## src/hw/delayLine_defines.svh

```systemverilog
`ifndef DELAY_LINE_DEFINES_SVH
`define DELAY_LINE_DEFINES_SVH

// Depth of one channel's history in samples, a whole power of two
`define DELAY_DEPTH_BYTES 8192

// Word address width inside one channel, four samples per word
`define CHAN_WORD_BITS 11

// Full SRAM word address, the extra top bit picks the channel
`define SRAM_ADDR_BITS 12

// Offset into the past, wide enough to reach the oldest sample
`define OFFSET_BITS 13

// Cycles the SRAM stalls a strobe before it acknowledges
`define SRAM_WAIT_STATES 2

`define SAMPLE_BITS 8 // One audio sample
`define WORD_BITS 32  // Four packed samples

`endif
```

## src/hw/delayLinePkg.sv

```systemverilog
`default_nettype none

package delayLinePkg;

    typedef enum logic [1:0] {
        ctrlIdle,    // Ready for a record or a search
        ctrlFetch,   // First cycle of a bus read after a cache miss
        ctrlStore,   // First cycle of a bus write of a full packed word
        ctrlWaitAck  // Request held on the bus until the slave acks
    } ctrlState;

    typedef enum logic [1:0] {
        arbIdle,  // No master owns the bus
        arbM0,    // Master 0 is routed to the slave
        arbM1     // Master 1 is routed to the slave
    } arbState;

    typedef enum logic [1:0] {
        sramIdle,   // Waiting for a strobe
        sramCount,  // Burning wait states
        sramAck     // Access done, ack is high for this cycle
    } sramState;

endpackage

`default_nettype wire

```

## src/hw/wishboneIf.sv

```systemverilog
`default_nettype none
`timescale 1ns/1ns

`include "delayLine_defines.svh"

interface wishboneIf;

    logic                       cyc;  // Bus cycle in progress
    logic                       stb;  // Valid request on the bus
    logic                       we;   // High for a write, low for a read
    logic [`SRAM_ADDR_BITS-1:0] adr;  // Word address
    logic [`WORD_BITS-1:0]      datW; // Write data from the master
    logic [`WORD_BITS-1:0]      datR; // Read data, valid while ack is high
    logic                       ack;  // One-cycle completion from the slave

    modport master (
        output cyc, stb, we, adr, datW,
        input  datR, ack
    );

    modport slave (
        input  cyc, stb, we, adr, datW,
        output datR, ack
    );

endinterface

`default_nettype wire

```

## src/hw/delayLineController.sv

```systemverilog
`default_nettype none
`timescale 1ns/1ns

`include "delayLine_defines.svh"

module delayLineController
    import delayLinePkg::*;
#(
    parameter bit chanBase = 1'b0 // Top SRAM address bit owned by this channel
) (
    input  logic                    clk,
    input  logic                    rst,
    input  logic                    record,      // Store sampleIn as the newest sample
    input  logic                    search,      // Look up the sample offset samples back
    input  logic                    effect,      // Any edge throws the history away
    input  logic [`SAMPLE_BITS-1:0] sampleIn,
    input  logic [`OFFSET_BITS-1:0] offset,      // Zero is the newest sample
    output logic                    ready,
    output logic                    sampleValid,
    output logic [`SAMPLE_BITS-1:0] sampleOut,
    wishboneIf.master               bus
);

    ctrlState                   state;
    logic [`OFFSET_BITS-1:0]    wrPtr;      // Byte index of the next sample to record
    logic [`OFFSET_BITS-1:0]    wrPtrNext;
    logic [`OFFSET_BITS-1:0]    validPtr;   // Pointer at which the history is full again
    logic [`OFFSET_BITS-1:0]    srchIdx;    // Byte index being searched for
    logic [`WORD_BITS-1:0]      packReg;    // Word being filled one sample at a time
    logic [`WORD_BITS-1:0]      packNext;
    logic [`WORD_BITS-1:0]      cacheWord;  // Last word read from the SRAM
    logic [`CHAN_WORD_BITS-1:0] cacheAdr;
    logic                       cacheValid;
    logic                       histValid;  // Low while old-effect samples may still be read
    logic                       effectQ;
    logic                       effectEdge;
    logic                       acceptRec;
    logic                       acceptSrch;
    logic                       packHit;
    logic                       cacheHit;
    logic                       busDone;
    logic [1:0]                 byteSel;    // Byte lane to return once a fetch completes
    logic [`SRAM_ADDR_BITS-1:0] busAdr;
    logic [`WORD_BITS-1:0]      busDat;
    logic                       busWe;

    assign ready      = (state == ctrlIdle); // Busy for the whole bus access
    assign acceptRec  = ready && record;
    assign acceptSrch = ready && search && !record; // Record wins a tie
    assign effectEdge = (effect != effectQ);
    assign busDone    = (state != ctrlIdle) && bus.ack;
    assign wrPtrNext  = acceptRec ? wrPtr + 1'b1 : wrPtr;
    assign srchIdx    = wrPtr - 1'b1 - offset; // Wraps around the circular buffer

    // Only bytes below the write lane of the open word are new, the rest still sit in SRAM
    assign packHit  = (srchIdx[`OFFSET_BITS-1:2] == wrPtr[`OFFSET_BITS-1:2]) &&
                      (srchIdx[1:0] < wrPtr[1:0]);
    assign cacheHit = cacheValid && (srchIdx[`OFFSET_BITS-1:2] == cacheAdr);

    always_comb begin
        packNext = packReg;
        packNext[wrPtr[1:0]*`SAMPLE_BITS +: `SAMPLE_BITS] = sampleIn; // Drop into its lane
    end

    assign bus.cyc  = (state != ctrlIdle);
    assign bus.stb  = (state != ctrlIdle); // Request held until ack in every bus state
    assign bus.we   = busWe;
    assign bus.adr  = busAdr;
    assign bus.datW = busDat;

    always_ff @(posedge clk or posedge rst) begin
        if (rst) begin
            state       <= ctrlIdle;
            wrPtr       <= '0;
            validPtr    <= '0;
            histValid   <= 1'b1; // Empty history is valid and reads zero
            cacheValid  <= 1'b0;
            sampleValid <= 1'b0;
            effectQ     <= 1'b0;
            busWe       <= 1'b0;
        end else begin
            effectQ     <= effect;
            wrPtr       <= wrPtrNext;
            sampleValid <= 1'b0; // Pulse lasts a single cycle
            if (effectEdge) begin
                histValid <= 1'b0;
                validPtr  <= wrPtrNext; // A full lap of records brings the pointer back here
            end else if (!histValid && acceptRec && (wrPtrNext == validPtr)) begin
                histValid <= 1'b1;
            end
            case (state)
                ctrlIdle: begin
                    if (acceptRec) begin
                        if (wrPtr[1:0] == 2'd3) begin // Fourth sample completes the word
                            state <= ctrlStore;
                            busWe <= 1'b1;
                            if (cacheAdr == wrPtr[`OFFSET_BITS-1:2]) begin
                                cacheValid <= 1'b0; // Cached copy is about to go stale
                            end
                        end
                    end else if (acceptSrch) begin
                        if (!histValid || packHit || cacheHit) begin
                            sampleValid <= 1'b1; // Answered without the bus
                        end else begin
                            state <= ctrlFetch;
                            busWe <= 1'b0;
                        end
                    end
                end
                default: begin // Fetch, store and the ack wait all hold the bus
                    if (busDone) begin
                        state <= ctrlIdle;
                        if (!busWe) begin
                            cacheValid  <= 1'b1;
                            sampleValid <= 1'b1;
                        end
                    end else begin
                        state <= ctrlWaitAck;
                    end
                end
            endcase
        end
    end

    always_ff @(posedge clk) begin
        if (acceptRec) begin
            packReg <= packNext;
            if (wrPtr[1:0] == 2'd3) begin
                busAdr <= {chanBase, wrPtr[`OFFSET_BITS-1:2]};
                busDat <= packNext; // Includes the sample accepted this cycle
            end
        end else if (acceptSrch) begin
            byteSel <= srchIdx[1:0];
            busAdr  <= {chanBase, srchIdx[`OFFSET_BITS-1:2]};
            if (!histValid) begin
                sampleOut <= '0;
            end else if (packHit) begin
                sampleOut <= packReg[srchIdx[1:0]*`SAMPLE_BITS +: `SAMPLE_BITS];
            end else if (cacheHit) begin
                sampleOut <= cacheWord[srchIdx[1:0]*`SAMPLE_BITS +: `SAMPLE_BITS];
            end
        end
        if (busDone && !busWe) begin
            cacheWord <= bus.datR; // Refill so nearby searches skip the bus
            cacheAdr  <= busAdr[`CHAN_WORD_BITS-1:0];
            sampleOut <= bus.datR[byteSel*`SAMPLE_BITS +: `SAMPLE_BITS];
        end
    end

endmodule

`default_nettype wire

```

## src/flat_wrapper.sv

```systemverilog
// flat-port wrapper written by rule: the top's interface ports become plain ports
module delayLineController_flat import delayLinePkg::*;
#(
    parameter bit chanBase = 1'b0                                              
)
  (clk, rst, record, search, effect, sampleIn, offset, ready, sampleValid, sampleOut, bus_cyc, bus_stb, bus_we, bus_adr, bus_datW, bus_datR, bus_ack);
  wishboneIf bus_i ();
  input  logic clk;
  input  logic rst;
  input  logic record;
  input  logic search;
  input  logic effect;
  input  logic [`SAMPLE_BITS-1:0] sampleIn;
  input  logic [`OFFSET_BITS-1:0] offset;
  output logic ready;
  output logic sampleValid;
  output logic [`SAMPLE_BITS-1:0] sampleOut;
  output wire logic [$bits(bus_i.cyc)-1:0] bus_cyc;
  output wire logic [$bits(bus_i.stb)-1:0] bus_stb;
  output wire logic [$bits(bus_i.we)-1:0] bus_we;
  output wire logic [$bits(bus_i.adr)-1:0] bus_adr;
  output wire logic [$bits(bus_i.datW)-1:0] bus_datW;
  input wire logic [$bits(bus_i.datR)-1:0] bus_datR;
  input wire logic [$bits(bus_i.ack)-1:0] bus_ack;
  assign bus_cyc = bus_i.cyc;
  assign bus_stb = bus_i.stb;
  assign bus_we = bus_i.we;
  assign bus_adr = bus_i.adr;
  assign bus_datW = bus_i.datW;
  assign bus_i.datR = bus_datR;
  assign bus_i.ack = bus_ack;
  delayLineController #(.chanBase(chanBase)) u_core (.clk(clk), .rst(rst), .record(record), .search(search), .effect(effect), .sampleIn(sampleIn), .offset(offset), .ready(ready), .sampleValid(sampleValid), .sampleOut(sampleOut), .bus(bus_i));
endmodule
```

## config.mk

```make
export PLATFORM = sky130hd
export DESIGN_NAME = delayLineController_flat
export DESIGN_NICKNAME = d
export VERILOG_FILES = /design/src/hw/delayLinePkg.sv /design/src/hw/wishboneIf.sv /design/src/hw/delayLineController.sv /design/src/flat_wrapper.sv
export VERILOG_INCLUDE_DIRS = /design/src /design/src/hw
export SDC_FILE = /design/constraint.sdc
export NUM_CORES = 1
export LEC_CHECK = 0
export BUFFER_PORTS_ARGS = -buffer_cell sky130_fd_sc_hd__buf_4
export CAP_MARGIN = 15
export CELL_PAD_IN_SITES_DETAIL_PLACEMENT = 1
export CELL_PAD_IN_SITES_GLOBAL_PLACEMENT = 1
export CORE_ASPECT_RATIO = 2
export CORE_MARGIN = 1.5
export CORE_UTILIZATION = 30
export DETAILED_ROUTE_END_ITERATION = 8
export PLACE_DENSITY = 0.62
export REMOVE_ABC_BUFFERS = 1
export SLEW_MARGIN = 5
export SYNTH_ARGS = -nofsm -noshare
export SYNTH_HDL_FRONTEND = slang
export SYNTH_SLANG_ARGS = --single-unit
```

## constraint.sdc

```tcl
create_clock -name clk -period 9 [get_ports clk]
set_input_delay 0.9 -clock clk [delete_from_list [all_inputs] [get_ports clk]]
set_output_delay 0.9 -clock clk [all_outputs]
set_load 0.03 [all_outputs]
```

==> results of run 1 <==
-- layout by cell type (no fill, tap or decap), drive strengths merged, types with 5 or more instances in the layout --
master	Yosys	final
o41ai	7	7
a21oi	37	37
dfrtp	32	32
o31a	7	7
nor3	25	25
xnor2	32	32
xnor3	5	5
inv	66	72
nand2b	14	14
o21ai	47	47
nand3	19	19
nor4	6	6
a21o	8	8
clkinv	0	6
ha	18	18
clkbuf	23	17
o31ai	9	9
edfxtp	128	128
buf	19	124
nand2	78	78
nor2	41	41
xor2	30	30
or2	5	5
mux2	12	12
nand4	6	6
mux4	8	8
-- through the flow --
| step | cells | instance area (um^2) |
|---|---|---|
| 2_1_floorplan | 687 | 8070 |
| 3_3_place_gp | 1159 | 9450 |
| 3_5_place_dp | 1159 | 9450 |
| 4_1_cts | 1191 | 10000 |
| 5_1_grt | 1191 | 10000 |
| 6_report | 1191 | 10000 |
-- logic make-up (layout without fill, tap and decap cells) --
family                   count (synthesis)  count (layout)  share of synthesized area (%)
AO/OA/AOI/OAI                          137             137                           10.6
XOR/XNOR                                67              67                           7.91
adder cells (fa/ha/maj)                 19              19                           2.96
buffers and inverters                  108             222                           5.66
flip-flops                             161             161                           56.3
multiplexers                            22              22                           4.04
other                                    1               1                         0.0452
AND/OR/NAND/NOR                        214             214                           12.5
-- worst reg2reg max path, stage by stage (launching register included) --
cell and delay (ps):
dfrtp_1 500, ha_1 310, fa_1 500, a21o_1 230, a21oi_2 270, xnor3_1 260, nor4_1 410, o211ai_1 230
or3_1 560, nand2b_1 420, o211ai_1 220, a21o_1 410
-- layout make-up --
type	count	area (um^2)	share of cell area (%)
tap	348	435	4.34
clock buffer	17	425	4.24
timing repair buffer	124	931	9.28
multi-input combinational	460	3170	31.6
clock inverter	15	156	1.56
sequential	161	4670	46.5
inverter	66	248	2.47
-- flip-flops by register name, summed over array words and instances, names as in the netlist --
name                count
u_core.sampleValid      1
u_core.packReg         32
u_core.byteSel          2
u_core.validPtr        13
u_core.bus.we           1
u_core.bus.datW        32
u_core.wrPtr           13
u_core.cacheValid       1
u_core.bus.adr         11
u_core.sampleOut        8
u_core.cacheAdr        11
u_core.state            2
u_core.histValid        1
u_core.cacheWord       32
u_core.effectQ          1
-- Yosys cell counts, drive strengths merged (6+ instances only) --
cell	n	area [um^2]
nand2b	14	87.6
o31ai	9	67.6
ha	18	225
clkbuf	23	86.3
mux2	12	135
inv	66	248
xor2	30	263
nor2	41	154
nand4	6	37.5
a21o	8	60.1
edfxtp	128	3840
o21ai	47	239
dfrtp	32	801
nor3	25	125
nand3	19	95.1
mux4	8	180
o31a	7	61.3
xnor2	32	280
nand2	78	293
a21oi	37	200
o41ai	7	61.3
buf	19	135
nor4	6	37.5
-- worst paths after layout --
path / start / to / slack [ps] / depth (start not counted)
setup / recovery: offset[0] / u_core.sampleOut[0] / 4270 / 13
hold / removal: u_core.bus.adr[6] / u_core.cacheAdr[6] / 460 / 0
setup reg to reg: u_core.wrPtr[0] / u_core.sampleOut[0] / 4340 / 11
hold reg to reg: u_core.bus.adr[6] / u_core.cacheAdr[6] / 460 / 0
max in group asynchronous: rst / u_core.histValid / 8090 / 3
min in group asynchronous: rst / u_core.validPtr[2] / 560 / 3
-- metal layers --
layer,global-route usage [%],wire length (um)
met4,8.59,956
met1,18.1,8800
met2,35.6,14700
met3,3.18,610
met5,0,0
-- where the power goes --
part	switching, mW	internal [mW]
Sequential	0.140	1.05
Combinational	0.683	0.381
Clock	0.325	0.412
==> summary.txt, run 1 <==
Number of fill cells in the layout - 3041
Pwr Total - 2.99 mW
DIE AREA - 28700 um^2
Share of cells above drive strength 1 - 22.5%
CTS Buffer Depth - 2
First-pass GRT wire length - 37900 um
Die X-Extent - 121 um
Maximum vdd drop - 153 uV
Clock skew - 10.4 ps
Fin Setup TNS - 0 ps
Diode count - 0
#FFs+latches synth - 161
Period minus WS final - 4730 ps
Slew @ Worst Pin - 1040 ps
Wire per inst - 21.1 um
# resized after CTS - 0
Final hold vios - 0
Post-DRT Antenna Nets - 0
# setup viols final - 0
Slew Viols, Final - 0
GRT Overall Usage - 18.2%
Critical path class - in2reg
Syn Inst Count - 729
Post-synth EDFFs - 128
Initial antenna violation count - 0
Clk root buf - clkbuf_16
Clk sinks - 161
Peak per-stage delay on the critical path - 560 ps
GP Congestion - 0.895
Synthesized cell area - 8290 um^2
Crit Path Max Fanout - 10
Die height - 238 um
Ys Warns - 0
Buffer count from post-CTS setup fixing - 0
IO Port Bufs - 114
Distinct cells, synth - 62
WL final - 25100 um
DRT iter0 DRCs - 328
Slowest cell on crit path - or3_1
Skew-Pair Late Insertion Delay - 450 ps
Worst endpoint required time - 9100 ps
Layout area overhead - 21.0%
Fin nets - 908
Predominant post-synthesis flop cell - edfxtp_1
Relative slew slack - 30.1%
Via count - 5972
Row Count - 85
Worst EP arrival - 4830 ps
CP top delay family - simple AND/OR/NAND/NOR gates
Post-synthesis sequential area ratio - 56.3%
Max Cap Viol - 0
Hold Crit Class - reg2reg
Crit-path cells - buf_4, inv_1, ha_1, fa_1, a21o_1, a21oi_2, xnor3_1, nor4_1, o211ai_1, or3_1, nand2b_1, o211ai_1, a21o_1
Status - complete, no violations
H-tree Lvls - 4
Syn Area/Cell - 11.4 um^2
Initial Utilization - 30.7%
Crit start category - primary input
Place WS - 3870 ps
Vias in the first global route - 6360
PnR worst setup slack - 4270 ps
RSZ-0062 raised after global routing - false
CTS Buf Count - 17
Ratio of final minimum period to clock period - 52.6%
Hold_buf cts - 0
Largest net degree at the start of global routing - 59
TritonCTS clock tree - done
PD cells - 298 nW/um^2
Fin util - 37.1%
Drt pass-1 iters - 4
HPWL after DPL - 19000 um
Fmax - 211 MHz
Core area - 27000 um^2
Total grt overflow - 0
Fin Hold WS - 463 ps
Leak pwr - 4.02 nW
Clock-pin slew on the worst setup and hold paths - 70 ps
Ports - 116
CP Capture Type - register
Asr flop ratio synth - 20.5%
DRC - 0
Worst path bufs/invs - 2
Vias per inst - 5.01
(Power assumes the default switching activity.)
==> run 2: changes to the inputs <==
ABC_AREA = 1   (was not set)
PLACE_DENSITY = 0.66   (was 0.62)
clock period = 4.3 ns   (was 9 ns; I/O delays follow)
==> summary.txt, run 2 <==
Syn Inst Count - 896
Fmax - 287 MHz
Skew-Pair Late Insertion Delay - 450 ps
Vias in the first global route - 7538
Post-synth top area share - 45.5%
Synth area leaders - edfxtp_1 46%, dfrtp_1 9.5%, nand2_1 8.8%
Slowest cell on crit path - fa_1
Peak per-stage delay on the critical path - 440 ps
Cell total after placement - 1346
Crit start category - register
Worst EP arrival - 3610 ps
Post-DRT Antenna Nets - 0
Number of fill cells in the layout - 3253
Via count - 6978
RSZ-0062 raised after global routing - false
Share of cells above drive strength 1 - 18.4%
First-pass GRT wire length - 43100 um
Synth cell count leaders - 198 x nand2_1, 128 x edfxtp_1, 121 x inv_1
Slew @ Worst Pin - 1140 ps
Post-synth EDFFs - 128
GRT Overall Usage - 20.4%
Syn Area/Cell - 9.42 um^2
Predominant post-synthesis flop cell - edfxtp_1
Period minus WS final - 3480 ps
Clock skew - 10.3 ps
Synthesized cell area - 8440 um^2
PD cells - 651 nW/um^2
Ys Warns - 0
Post-synthesis sequential area ratio - 55.3%
Max Cap Viol - 0
H-tree Lvls - 4
# resized after CTS - 0
DRC - 0
Buffer count from post-CTS setup fixing - 0
Hold_buf cts - 0
Critical path class - reg2reg
WL final - 28800 um
Fin Hold WS - 79.9 ps
Clk sinks - 161
Asr flop ratio synth - 20.5%
Ports - 116
Layout area overhead - 21.4%
Status - complete, no violations
Clock-pin slew on the worst setup and hold paths - 70 ps
Initial antenna violation count - 0
Crit-path cells - ha_1, fa_1, nand2_1, nand2_2, nand3_1, nand2_1, nand2_1, nand2_1, xnor3_1, nand3_4, nand3_1, nand2_1, o21ai_1, buf_4
#FFs+latches synth - 161
CTS Buffer Depth - 2
Most frequent cells in the layout - 198 x nand2_1, 133 x buf_4, 128 x edfxtp_1, 121 x inv_1, 90 x nand3_1
Die X-Extent - 122 um
IO Port Bufs - 114
Cell with the most instances after synthesis - nand2_1
Relative slew slack - 24.0%
Clk root buf - clkbuf_16
TritonCTS clock tree - done
Crit Path Max Fanout - 33
Worst endpoint required time - 4440 ps
Slew Viols, Final - 0
Core area - 27700 um^2
CP Capture Type - register
Total grt overflow - 0
Fin Setup TNS - 0 ps
Most used cell, CP - nand2_1
HPWL after DPL - 21900 um
Maximum vdd drop - 358 uV
# setup viols final - 0
Hold Crit Class - in2async
Largest area contributor in the netlist - edfxtp_1
Ratio of final minimum period to clock period - 80.9%
Vias per inst - 5.06
Most common cell after layout, fill and taps aside - nand2_1
Die height - 240 um
Wire per inst - 20.9 um
DIE AREA - 29200 um^2
Leak pwr - 4.51 nW
Post-Layout Cell Count - 1378
Largest net degree at the start of global routing - 53
Distinct cells, synth - 45
Diode count - 0
Initial Utilization - 30.5%
GP Congestion - 0.872
CTS Buf Count - 17
Fin nets - 1091
Final hold vios - 0
Drt pass-1 iters - 5
Row Count - 86
DRT iter0 DRCs - 327
run 2: path summary, 6_finish.rpt:
kind,slack [ps],start,endpoint,depth (start not counted)
min in group clk,110,effect,u_core.effectQ,1
worst max register to register,820,u_core.wrPtr[0],u_core.sampleOut[4],14
worst min-delay path,80,rst,u_core.effectQ,3
max in group asynchronous,3880,rst,u_core.histValid,3
worst max-delay path,820,u_core.wrPtr[0],u_core.sampleOut[4],14
worst min register to register,460,u_core.bus.adr[4],u_core.cacheAdr[4],0
run 2: cell type report:
| class | instances | area (um^2) | share of cell area, % |
|---|---|---|---|
| timing repair buffer | 133 | 998 | 9.74 |
| multi-input combinational | 576 | 3120 | 30.4 |
| clock buffer | 23 | 498 | 4.86 |
| clock inverter | 9 | 56.3 | 0.550 |
| tap | 352 | 440 | 4.30 |
| inverter | 124 | 465 | 4.54 |
| sequential | 161 | 4670 | 45.6 |
run 2: worst max-delay path, delay by kind of cell (launching register included):
| family | cells | cell delay (ps) |
|---|---|---|
| XOR/XNOR | 1 | 310 |
| AO/OA/AOI/OAI | 1 | 80 |
| flip-flops | 1 | 420 |
| adder cells (fa/ha/maj) | 2 | 700 |
| AND/OR/NAND/NOR | 9 | 1380 |
| buffers and inverters | 1 | 240 |
run 2: stage by stage:
step	area (um^2)	setup slack (ps)	power (mW)	utilization (%)
floorplan	8250	346	4.15	-
global placement	9690	781	5.21	35.0
detailed placement	9690	691	5.27	35.0
CTS	10200	804	6.72	37.1
global route	10200	535	7.05	37.1
finish	10200	820	6.67	37.1
run 2: routing by layer:
layer | share of wire [%] | global-route usage (%)
met2 | 60 | 42.0
met5 | 0 | 0
met1 | 33 | 18.2
met4 | 4.9 | 10.9
met3 | 2.2 | 2.89
run 2: logic make-up after synthesis:
kind of cell	synth area share [%]
XOR/XNOR	4.00
AO/OA/AOI/OAI	7.16
multiplexers	0.133
buffers and inverters	7.85
flip-flops	55.3
adder cells (fa/ha/maj)	2.90
AND/OR/NAND/NOR	22.6
other	0.0444
run 2: where the power goes:
group	internal, mW	total [mW]	switching [mW]
sequential	2.22	2.49	0.278
clock	0.809	1.43	0.625
combinational	0.847	2.74	1.90
