`config.mk`:
```
export PLATFORM = sky130hd
export DESIGN_NAME = wbArbiter_flat
export DESIGN_NICKNAME = d
export VERILOG_FILES = /design/src/hw/delayLinePkg.sv /design/src/hw/wishboneIf.sv /design/src/hw/wbArbiter.sv /design/src/flat_wrapper.sv
export VERILOG_INCLUDE_DIRS = /design/src /design/src/hw
export SDC_FILE = /design/constraint.sdc
export NUM_CORES = 1
export LEC_CHECK = 0
export BUFFER_PORTS_ARGS = -buffer_cell sky130_fd_sc_hd__buf_2
export CAP_MARGIN = 20
export CORE_AREA = 2 2 94 96
export CTS_BUF_LIST = sky130_fd_sc_hd__clkbuf_8
export DETAILED_ROUTE_END_ITERATION = 10
export DIE_AREA = 0 0 96 98
export GPL_TIMING_DRIVEN = 0
export PLACE_DENSITY_LB_ADDON = 0.08
export SLEW_MARGIN = 20
export SYNTH_ARGS = -nofsm -noshare
export SYNTH_HDL_FRONTEND = slang
export SYNTH_SLANG_ARGS = --single-unit
export TNS_END_PERCENT = 50
```
`constraint.sdc`:
```
create_clock -name clk -period 1.2 [get_ports clk]
set_input_delay 0.18 -clock clk [delete_from_list [all_inputs] [get_ports clk]]
set_output_delay 0.18 -clock clk [all_outputs]
set_load 0.02 [all_outputs]
```
`src/hw/delayLine_defines.svh`:
```
`ifndef DELAY_LINE_DEFINES_SVH
`define DELAY_LINE_DEFINES_SVH

// Depth of one channel's history in samples, a whole power of two
`define DELAY_DEPTH_BYTES 8192

// Word address width inside one channel, four samples per word
`define CHAN_WORD_BITS 11

// Full SRAM word address, the extra top bit picks the channel
`define SRAM_ADDR_BITS 12

// Offset into the past, wide enough to reach the oldest sample
`define OFFSET_BITS 13

// Cycles the SRAM stalls a strobe before it acknowledges
`define SRAM_WAIT_STATES 2

`define SAMPLE_BITS 8 // One audio sample
`define WORD_BITS 32  // Four packed samples

`endif
```
`src/hw/delayLinePkg.sv`:
```
`default_nettype none

package delayLinePkg;

    typedef enum logic [1:0] {
        ctrlIdle,    // Ready for a record or a search
        ctrlFetch,   // First cycle of a bus read after a cache miss
        ctrlStore,   // First cycle of a bus write of a full packed word
        ctrlWaitAck  // Request held on the bus until the slave acks
    } ctrlState;

    typedef enum logic [1:0] {
        arbIdle,  // No master owns the bus
        arbM0,    // Master 0 is routed to the slave
        arbM1     // Master 1 is routed to the slave
    } arbState;

    typedef enum logic [1:0] {
        sramIdle,   // Waiting for a strobe
        sramCount,  // Burning wait states
        sramAck     // Access done, ack is high for this cycle
    } sramState;

endpackage

`default_nettype wire

```
`src/hw/wishboneIf.sv`:
```
`default_nettype none
`timescale 1ns/1ns

`include "delayLine_defines.svh"

interface wishboneIf;

    logic                       cyc;  // Bus cycle in progress
    logic                       stb;  // Valid request on the bus
    logic                       we;   // High for a write, low for a read
    logic [`SRAM_ADDR_BITS-1:0] adr;  // Word address
    logic [`WORD_BITS-1:0]      datW; // Write data from the master
    logic [`WORD_BITS-1:0]      datR; // Read data, valid while ack is high
    logic                       ack;  // One-cycle completion from the slave

    modport master (
        output cyc, stb, we, adr, datW,
        input  datR, ack
    );

    modport slave (
        input  cyc, stb, we, adr, datW,
        output datR, ack
    );

endinterface

`default_nettype wire

```
`src/hw/wbArbiter.sv`:
```
`default_nettype none
`timescale 1ns/1ns

module wbArbiter
    import delayLinePkg::*;
(
    input  logic      clk,
    input  logic      rst,
    wishboneIf.slave  m0,
    wishboneIf.slave  m1,
    wishboneIf.master s
);

    arbState state;
    logic    prioM1; // Master 1 wins the next tie

    always_ff @(posedge clk or posedge rst) begin
        if (rst) begin
            state  <= arbIdle;
            prioM1 <= 1'b0;
        end else begin
            case (state)
                arbIdle: begin
                    if (m0.cyc && (!prioM1 || !m1.cyc)) begin
                        state  <= arbM0;
                        prioM1 <= 1'b1; // Other side goes first next time
                    end else if (m1.cyc) begin
                        state  <= arbM1;
                        prioM1 <= 1'b0;
                    end
                end
                arbM0: if (s.ack) state <= arbIdle; // Released the cycle after ack
                arbM1: if (s.ack) state <= arbIdle;
                default: state <= arbIdle;
            endcase
        end
    end

    always_comb begin
        s.cyc  = 1'b0; // Slave sees nothing while no one owns the bus
        s.stb  = 1'b0;
        s.we   = 1'b0;
        s.adr  = '0;
        s.datW = '0;
        if (state == arbM0) begin
            s.cyc  = m0.cyc;
            s.stb  = m0.stb;
            s.we   = m0.we;
            s.adr  = m0.adr;
            s.datW = m0.datW;
        end else if (state == arbM1) begin
            s.cyc  = m1.cyc;
            s.stb  = m1.stb;
            s.we   = m1.we;
            s.adr  = m1.adr;
            s.datW = m1.datW;
        end
    end

    assign m0.ack  = (state == arbM0) && s.ack; // Losing master never sees an ack
    assign m1.ack  = (state == arbM1) && s.ack;
    assign m0.datR = (state == arbM0) ? s.datR : '0;
    assign m1.datR = (state == arbM1) ? s.datR : '0;

endmodule

`default_nettype wire

```
`src/flat_wrapper.sv`:
```
// flat-port wrapper written by rule: the top's interface ports become plain ports
module wbArbiter_flat import delayLinePkg::*;
  (clk, rst, m0_cyc, m0_stb, m0_we, m0_adr, m0_datW, m0_datR, m0_ack, m1_cyc, m1_stb, m1_we, m1_adr, m1_datW, m1_datR, m1_ack, s_cyc, s_stb, s_we, s_adr, s_datW, s_datR, s_ack);
  wishboneIf m0_i ();
  wishboneIf m1_i ();
  wishboneIf s_i ();
  input  logic clk;
  input  logic rst;
  input wire logic [$bits(m0_i.cyc)-1:0] m0_cyc;
  input wire logic [$bits(m0_i.stb)-1:0] m0_stb;
  input wire logic [$bits(m0_i.we)-1:0] m0_we;
  input wire logic [$bits(m0_i.adr)-1:0] m0_adr;
  input wire logic [$bits(m0_i.datW)-1:0] m0_datW;
  output wire logic [$bits(m0_i.datR)-1:0] m0_datR;
  output wire logic [$bits(m0_i.ack)-1:0] m0_ack;
  input wire logic [$bits(m1_i.cyc)-1:0] m1_cyc;
  input wire logic [$bits(m1_i.stb)-1:0] m1_stb;
  input wire logic [$bits(m1_i.we)-1:0] m1_we;
  input wire logic [$bits(m1_i.adr)-1:0] m1_adr;
  input wire logic [$bits(m1_i.datW)-1:0] m1_datW;
  output wire logic [$bits(m1_i.datR)-1:0] m1_datR;
  output wire logic [$bits(m1_i.ack)-1:0] m1_ack;
  output wire logic [$bits(s_i.cyc)-1:0] s_cyc;
  output wire logic [$bits(s_i.stb)-1:0] s_stb;
  output wire logic [$bits(s_i.we)-1:0] s_we;
  output wire logic [$bits(s_i.adr)-1:0] s_adr;
  output wire logic [$bits(s_i.datW)-1:0] s_datW;
  input wire logic [$bits(s_i.datR)-1:0] s_datR;
  input wire logic [$bits(s_i.ack)-1:0] s_ack;
  assign m0_i.cyc = m0_cyc;
  assign m0_i.stb = m0_stb;
  assign m0_i.we = m0_we;
  assign m0_i.adr = m0_adr;
  assign m0_i.datW = m0_datW;
  assign m0_datR = m0_i.datR;
  assign m0_ack = m0_i.ack;
  assign m1_i.cyc = m1_cyc;
  assign m1_i.stb = m1_stb;
  assign m1_i.we = m1_we;
  assign m1_i.adr = m1_adr;
  assign m1_i.datW = m1_datW;
  assign m1_datR = m1_i.datR;
  assign m1_ack = m1_i.ack;
  assign s_cyc = s_i.cyc;
  assign s_stb = s_i.stb;
  assign s_we = s_i.we;
  assign s_adr = s_i.adr;
  assign s_datW = s_i.datW;
  assign s_i.datR = s_datR;
  assign s_i.ack = s_ack;
  wbArbiter u_core (.clk(clk), .rst(rst), .m0(m0_i), .m1(m1_i), .s(s_i));
endmodule
```
==> flow_metrics.tcl, run 1 <==
set metrics [dict create \
    status "complete, but fails checks" \
    violations "negative setup slack" \
    whs_path_depth 2 \
    cts_root_buffer "clkbuf_8" \
    leakage_nw 2.15 \
    worstPathCellList "buf_4, ha_4, buf_12, buf_6, and2_1, buf_2" \
    clockBufferDepth 2 \
    initial_core_util_pct 15.4 \
    rrSetupSlack_ns -0.16 \
    grt_pass1_wl_um 12900 \
    io_pins 242 \
    rows 34 \
    cts_buffers 3 \
    coreArea_mm2 0.00847 \
    cts_max_level 1 \
    worst_hold_slack_ns 0.233 \
    worst_slack_ns -0.498 \
    power_mw 9.32 \
    area_growth_pct 234 \
    powerDensity_mw_per_mm2 2140 \
    ys_warn_count 0 \
    synth_cells 242 \
    first_global_vias 2759 \
    min_period_over_period_pct 142 \
    final_common_cell "buf_2" \
    die_area_mm2 0.00941 \
    slew-limit-headroom_pct 85.5 \
    fin_util_pct 51.4 \
    grtUsageTotal_pct 17.0 \
    globalplace.congestion 0.846 \
    die-height_um 98 \
    fin_skew_ns 0.00480 \
    dpl.hpwl_um 6620 \
    path_max_fanout 10 \
    ir_drop_mv 1.01 \
    critPathRequiredTime_ns 1.02 \
    mostFrequentLayoutCells "buf_2, buf_6, nand2_1" \
    overflow 0 \
    ys_seq_elements 3 \
    drv_cap 0 \
    drtIter0Drc 18 \
    drive_gt1_share_pct 77.6 \
    syn_area_mm2 0.00130 \
    ys_types 18 \
    die_x_um 96 \
    synth.avg_cell_area_um2 5.38 \
    fmax_mhz 589 \
    hp-class "in2reg" \
    antenna_found_initial 0 \
    num_antenna_cells 0 \
    grt_max_degree 11 \
    max_slew.worst_pin.slew_ns 0.216 \
    syn-num-nets 374 \
    slowest_stage "dfrtp_1" \
    insertion_delay_ns 0.22 \
    clkSinkCount 3 \
    path_class "reg2out" \
    rsz0062_at_grt "true" \
    arrival_ns 1.52 \
    vias 2640 \
    synth-seq-area-share_pct 5.76 \
    wl_per_cell_um 14.1 \
    r2r_cells 7 \
    hold_viol 0 \
    setup_viol 115 \
    end_kind "primary output" \
    via_per_inst 4.31 \
    cts_tree "yes" \
    min_period_ns 1.70 \
    wl_um 8650 \
    design_area_mm2 0.00435 \
    drc 0 \
    antenna_left 0 \
    clk_pin_slew_ns 0.03 \
    first_pass_iters 3 \
    max_stage_delay_ns 0.37 \
    place_area_mm2 0.00319 \
    slew_viol_final 0 \
    fin_nets 637 \
    startpoint_type "flop" \
    port_buffers 241 \
]
## through the flow
step	setup TNS, ns	setup slack [ns]	instances
final	-49.32	-0.498	612
after CTS	-49.92	-0.495	608
after detailed placement	-39.51	-0.417	591
after floorplan	-11.14	-0.112	242
after global routing	-56.87	-0.555	612
after global placement	-38.01	-0.400	591
## routing by layer
metal | vias to the layer above | global-route usage, % | wire length [um]
met2 | 123 | 34.1 | 4890
met1 | 1212 | 17.6 | 3090
li1 | 1297 | - | -
met4 | 0 | 3.41 | 98
met3 | 8 | 3.01 | 570
met5 | - | 0 | 0
## sequential cells by signal (all words and copies together) (netlist names)
signal and count:
u_core.prioM1 1, u_core.state 2
## worst paths after layout
path / startpoint / end
min in group asynchronous: rst / u_core.state[0]
max in group asynchronous: rst / u_core.prioM1
setup / recovery: u_core.state[1] / m1_datR[19]
hold reg to reg: u_core.prioM1 / u_core.prioM1
hold / removal: m1_cyc / u_core.prioM1
setup reg to reg: u_core.state[0] / u_core.state[1]
## cells in the mapped netlist
master	number	area, um^2
buf_4	9	67.6
o211ai_1	1	7.51
inv_1	5	18.8
a21oi_1	3	15.0
nand3_1	1	5.00
nand2_1	87	327
nor2b_1	2	12.5
a31oi_1	1	6.26
buf_2	7	35.0
a22o_1	4	35.0
clkbuf_1	4	15.0
clkbuf_2	1	5.00
o21ai_1	11	55.1
o22ai_1	2	12.5
ha_1	3	37.5
and2_1	66	413
o21ai_0	32	160
dfrtp_1	3	75.1
## cells by family after synthesis
family          share of synthesized area, %
compound gates                          22.4
flops                                   5.76
simple gates                            58.1
buf+inv                                 10.9
fa+ha+maj                               2.88
## report_power, final
part / switching, mW / total (mW) / internal [mW] / leakage (nW)
clock network: 0.0764 / 0.295 / 0.219 / 0.0269
logic: 4.35 / 8.83 / 4.49 / 2.09
registers: 0.0453 / 0.192 / 0.147 / 0.0369
## worst max-delay path: cells and delay by family (launching register included)
family | cells | cell delay [ns]
buffers and inverters | 4 | 0.58
adder cells (fa/ha/maj) | 1 | 0.18
AND/OR/NAND/NOR | 1 | 0.15
flip-flops | 1 | 0.37
## final cells by class
type | count | area (um^2)
inverters | 5 | 18.8
fillers | 823 | 4120
plain buffers | 21 | 329
flip-flops and latches | 3 | 75.1
clock inverters | 1 | 3.75
well taps | 108 | 135
clock buffers | 3 | 41.3
multi-input cells | 213 | 1720
repair buffers | 258 | 2020
## what timing repair did
action | in CTS | in global routing
endpoints found under the setup margin | 115 | 115
buffers inserted | 8 | 2
pin swaps | 7 | 6
gates resized for setup | 218 | 70
hold buffers | 1 | 0
cloned | 4 | 2
endpoints found under the hold margin | 3 | 0
(Power assumes the default switching activity.)
==> run 2, diff against run 1 <==
SKIP_LAST_GASP = 1   (was not set)
clock period = 1.76 ns   (was 1.2 ns; I/O delays follow)
==> flow_metrics.tcl, run 2 (synthesized netlist as in run 1, its figures left out) <==
set metrics [dict create \
    cts_tree "yes" \
    max_slew.worst_pin.slew_ns 0.262 \
    area_growth_pct 156 \
    crit_top_cell "buf_4" \
    grtUsageMet3_pct 2.16 \
    slew_viol_final 0 \
    powerDensity_mw_per_mm2 1420 \
    grtUsageMet1_pct 16.0 \
    worstPathCellList "buf_4, ha_4, buf_12, buf_4, and2_1, buf_4" \
    path_class "reg2out" \
    rows 34 \
    worst_hold_slack_ns 0.310 \
    end_kind "primary output" \
    drc 0 \
    rrSetupSlack_ns 0.37 \
    grt_use_met2_pct 28.7 \
    cts_buffers 3 \
    gr-max-usage-layer "met2" \
    globalplace.congestion 0.733 \
    insertion_delay_ns 0.21 \
    fin_nets 633 \
    port_buffers 241 \
    leakage_nw 1.88 \
    drv_cap 0 \
    largest_register_ffs 2 \
    worst_slack_ns -0.0661 \
    setup_viol 41 \
    dpl.hpwl_um 6280 \
    r2r_cells 6 \
    via_per_inst 4.18 \
    die-height_um 98 \
    coreArea_mm2 0.00847 \
    antenna_left 0 \
    hold_viol 0 \
    initial_core_util_pct 15.4 \
    io_pins 242 \
    critPathRequiredTime_ns 1.50 \
    grtUsageTotal_pct 14.4 \
    first_global_vias 2262 \
    cts_root_buffer "clkbuf_8" \
    r2r_start "u_core.state[0]" \
    mostFrequentLayoutCells "buf_2, nand2_1, and2_1" \
    num_antenna_cells 0 \
    slew-limit-headroom_pct 82.5 \
    instances_no_fill 608 \
    antenna_found_initial 0 \
    max_stage_delay_ns 0.37 \
    largest-register "u_core.state" \
    largest_registers "u_core.state x2, u_core.prioM1 x1" \
    clockBufferDepth 2 \
    r2r-end "u_core.state[0]" \
    fmax_mhz 548 \
    final_common_cell "buf_2" \
    path_max_fanout 10 \
    clkSinkCount 3 \
    wl_um 7910 \
    die_x_um 96 \
    startpoint_type "flop" \
    nFillCells 948 \
    ir_drop_mv 0.496 \
    drtIter0Drc 47 \
    fin_skew_ns 0.000691 \
    crit_path_start "u_core.state[1]" \
    grt_pass1_wl_um 10900 \
    first_pass_iters 6 \
    cts_max_level 1 \
    die_area_mm2 0.00941 \
    slowest_stage "dfrtp_1" \
    crit_end "m1_datR[13]" \
    min_period_over_period_pct 104 \
    vias 2540 \
    placed_cells 591 \
    grt_max_degree 11 \
    min_period_ns 1.83 \
    overflow 0 \
    wl_per_cell_um 13.0 \
    clk_pin_slew_ns 0.03 \
    drive_gt1_share_pct 63.0 \
    status "complete, but fails checks" \
    arrival_ns 1.56 \
    hp-class "in2reg" \
    rsz0062_at_grt "true" \
    violations "negative setup slack" \
]
==> run 2: area by class of cell <==
cell class	instances	area (um^2)	share of cell area, %
buffer	21	243	7.29
clock inverter	1	3.75	0.113
multi-input combinational	213	1220	36.8
sequential	3	75.1	2.26
inverter	5	18.8	0.564
timing repair buffer	254	1590	47.7
clock buffer	3	41.3	1.24
tap	108	135	4.06
==> run 2: worst min path at each step <==
stage | startpoint | to | slack [ns] | cells past startpoint
2_1_floorplan | rst | u_core.prioM1 | 0.02 | 1
3_3_place_gp | rst | u_core.prioM1 | 0.15 | 2
4_1_cts | m1_cyc | u_core.prioM1 | 0.31 | 2
5_1_grt | m1_cyc | u_core.prioM1 | 0.33 | 2
3_5_place_dp | rst | u_core.prioM1 | 0.15 | 2
6_report | m1_cyc | u_core.prioM1 | 0.31 | 2
==> run 2: critical path: cells and delay by family, from the launching register on <==
| kind | cells | cell delay (ns) |
|---|---|---|
| buffers and inverters | 4 | 0.60 |
| DFF | 1 | 0.37 |
| adders and majority gates | 1 | 0.20 |
| and+or+nand+nor | 1 | 0.17 |
==> run 2: per-stage QoR <==
stage	util, %	area (um^2)	power, mW	setup WS, ns	setup TNS, ns
floorplan	-	1300	2.24	0.0517	0
global placement	31.2	2640	3.43	-0.132	-3.79
detailed placement	31.2	2640	3.42	-0.171	-5.31
CTS	34.0	2880	3.97	-0.0592	-1.48
global route	39.3	3330	5.08	-0.115	-6.03
finish	39.3	3330	4.72	-0.0661	-1.27
==> run 2: timing repair <==
item,CTS,global route
gates cloned,0,7
buffers inserted,3,2
hold buffers,1,0
pin swaps,0,8
hold endpoints to repair,3,0
resized for setup,57,93
endpoints found under the setup margin,113,113
==> run 2: routing by layer <==
metal | vias to the layer above | share of wire [%] | wire length (um)
met2 | 123 | 55 | 4310
met5 | - | 0 | 0
met3 | 2 | 7.9 | 627
met1 | 1123 | 37 | 2970
met4 | 0 | 0.076 | 6
li1 | 1292 | - | -
==> run 2: where the power goes <==
group	switching, mW	total [mW]	internal [mW]
clock network	0.0462	0.195	0.149
registers	0.0290	0.129	0.100
logic	2.39	4.40	2.01
total	2.46	4.72	2.25
==> run 3, diff against run 2 <==
PLACE_DENSITY_LB_ADDON = 0.1   (was 0.08)
==> flow_metrics.tcl, run 3 (synthesized netlist as in run 1, its figures left out) <==
set metrics [dict create \
    status "complete, but fails checks" \
    violations "negative setup slack" \
    globalplace.congestion 0.841 \
    grt_max_degree 11 \
    fin_util_pct 35.0 \
    setup_viol 26 \
    fin_skew_ns 0.00421 \
    critPathRequiredTime_ns 1.50 \
    largest-register "u_core.state" \
    hold_viol 0 \
    r2r-end "u_core.state[0]" \
    whs_path_depth 2 \
    wl_per_cell_um 12.3 \
    largest_register_ffs 2 \
    largest_registers "u_core.state x2, u_core.prioM1 x1" \
    place_area_mm2 0.00264 \
    worst_slack_ns -0.0131 \
    fin_nets 632 \
    startpoint_type "flop" \
    fmax_mhz 564 \
    via_per_inst 4.18 \
    drv_cap 0 \
    r2r_start "u_core.state[0]" \
    final_common_cell "buf_2" \
    drive_gt1_share_pct 57.1 \
    cts_buffers 3 \
    die-height_um 98 \
    initial_core_util_pct 15.4 \
    arrival_ns 1.51 \
    antenna_left 0 \
    mostFrequentLayoutCells "buf_2, nand2_1, and2_1" \
    drc 0 \
    path_class "reg2out" \
    overflow 0 \
    coreArea_mm2 0.00847 \
    clk_pin_slew_ns 0.03 \
    instances_no_fill 607 \
    max_slew.worst_pin.slew_ns 0.260 \
    cts_tree "yes" \
    antenna_found_initial 0 \
    insertion_delay_ns 0.22 \
    powerDensity_mw_per_mm2 1370 \
    die_x_um 96 \
    first_global_vias 2339 \
    leakage_nw 1.78 \
    slew-limit-headroom_pct 82.6 \
    io_pins 242 \
    drtIter0Drc 31 \
    crit_path_start "u_core.state[1]" \
    wl_met2_um 4030 \
    grt_pass1_wl_um 11000 \
    rows 34 \
    placed_cells 591 \
    cts_root_buffer "clkbuf_8" \
    area_growth_pct 127 \
    min_period_ns 1.77 \
    rsz0062_at_grt "true" \
    ir_drop_mv 0.506 \
    rrSetupSlack_ns 0.26 \
    dr_wl_met3_um 529 \
    min_period_over_period_pct 101 \
    slew_viol_final 0 \
    die_area_mm2 0.00941 \
    top_layer "met4" \
    wl_um 7490 \
    first_pass_iters 4 \
    dpl.hpwl_um 6330 \
    wl_met1_um 2890 \
    end_kind "primary output" \
    path_max_fanout 10 \
    cts_max_level 1 \
    clkSinkCount 3 \
    port_buffers 241 \
    vias 2538 \
    grtUsageTotal_pct 14.5 \
    hp-class "in2reg" \
    hold_end "u_core.prioM1" \
    hold_start "m1_cyc" \
    clockBufferDepth 2 \
    r2r_cells 7 \
    num_antenna_cells 0 \
    design_area_mm2 0.00296 \
]
==> run 3: cell types whose count changed in the layout (fill, tap and decap cells not counted), sizes merged <==
cell,previous run,this run
clkbuf,15,9
buf,262,267
==> run 3: layer usage <==
metal	GRT usage (%)	vias to the layer above
li1	-	1282
met1	16.1	1142
met2	28.5	110
met3	2.16	4
met4	1.98	0
met5	0	-
==> run 3: repair_timing <==
item | CTS | global route
setup buffers | 7 | 3
cloned | 1 | 0
endpoints found under the hold margin | 3 | 0
pin swaps | 1 | 2
setup endpoints to repair | 113 | 103
gates resized for setup | 33 | 36
hold buffers | 1 | 0
==> run 3: layout make-up <==
type / count / area [um^2]
Buffer: 21 / 206
Clock buffer: 3 / 41.3
Clock inverter: 1 / 3.75
Fill cell: 993 / 5500
Inverter: 5 / 18.8
Multi-Input combinational cell: 213 / 1130
Sequential cell: 3 / 75.1
Tap cell: 108 / 135
Timing Repair Buffer: 253 / 1360
==> run 3: where the power goes <==
part	switching [mW]	internal (mW)
combinational	2.22	1.52
clock	0.0483	0.149
sequential	0.0274	0.100
total	2.29	1.77
==> run 3: critical path, stage by stage, from the launching register on <==
cell     delay [ns]
dfrtp_1        0.39
buf_6          0.13
ha_4           0.17
buf_8          0.14
buf_4          0.16
and2_1         0.15
buf_2          0.15
==> run 3: worst max-delay path by stage <==
stage | end | slack [ns] | depth (start not counted)
5_1_grt | s_datW[23] | -0.1 | 6
2_1_floorplan | s_datW[20] | 0.05 | 5
3_3_place_gp | s_datW[2] | -0.13 | 7
6_report | m1_datR[17] | -0.01 | 6
3_5_place_dp | s_datW[2] | -0.13 | 7
4_1_cts | s_adr[11] | -0.06 | 5
==> run 3: metrics by stage <==
step	setup WS, ns	hold WS [ns]	total power [mW]	setup TNS, ns
floorplan	0.0517	0.0176	2.24	0
global placement	-0.133	0.143	3.42	-4.04
detailed placement	-0.128	0.145	3.42	-4.67
CTS	-0.0599	0.302	3.94	-1.44
global route	-0.0964	0.326	4.39	-4.51
finish	-0.0131	0.314	4.06	-0.204
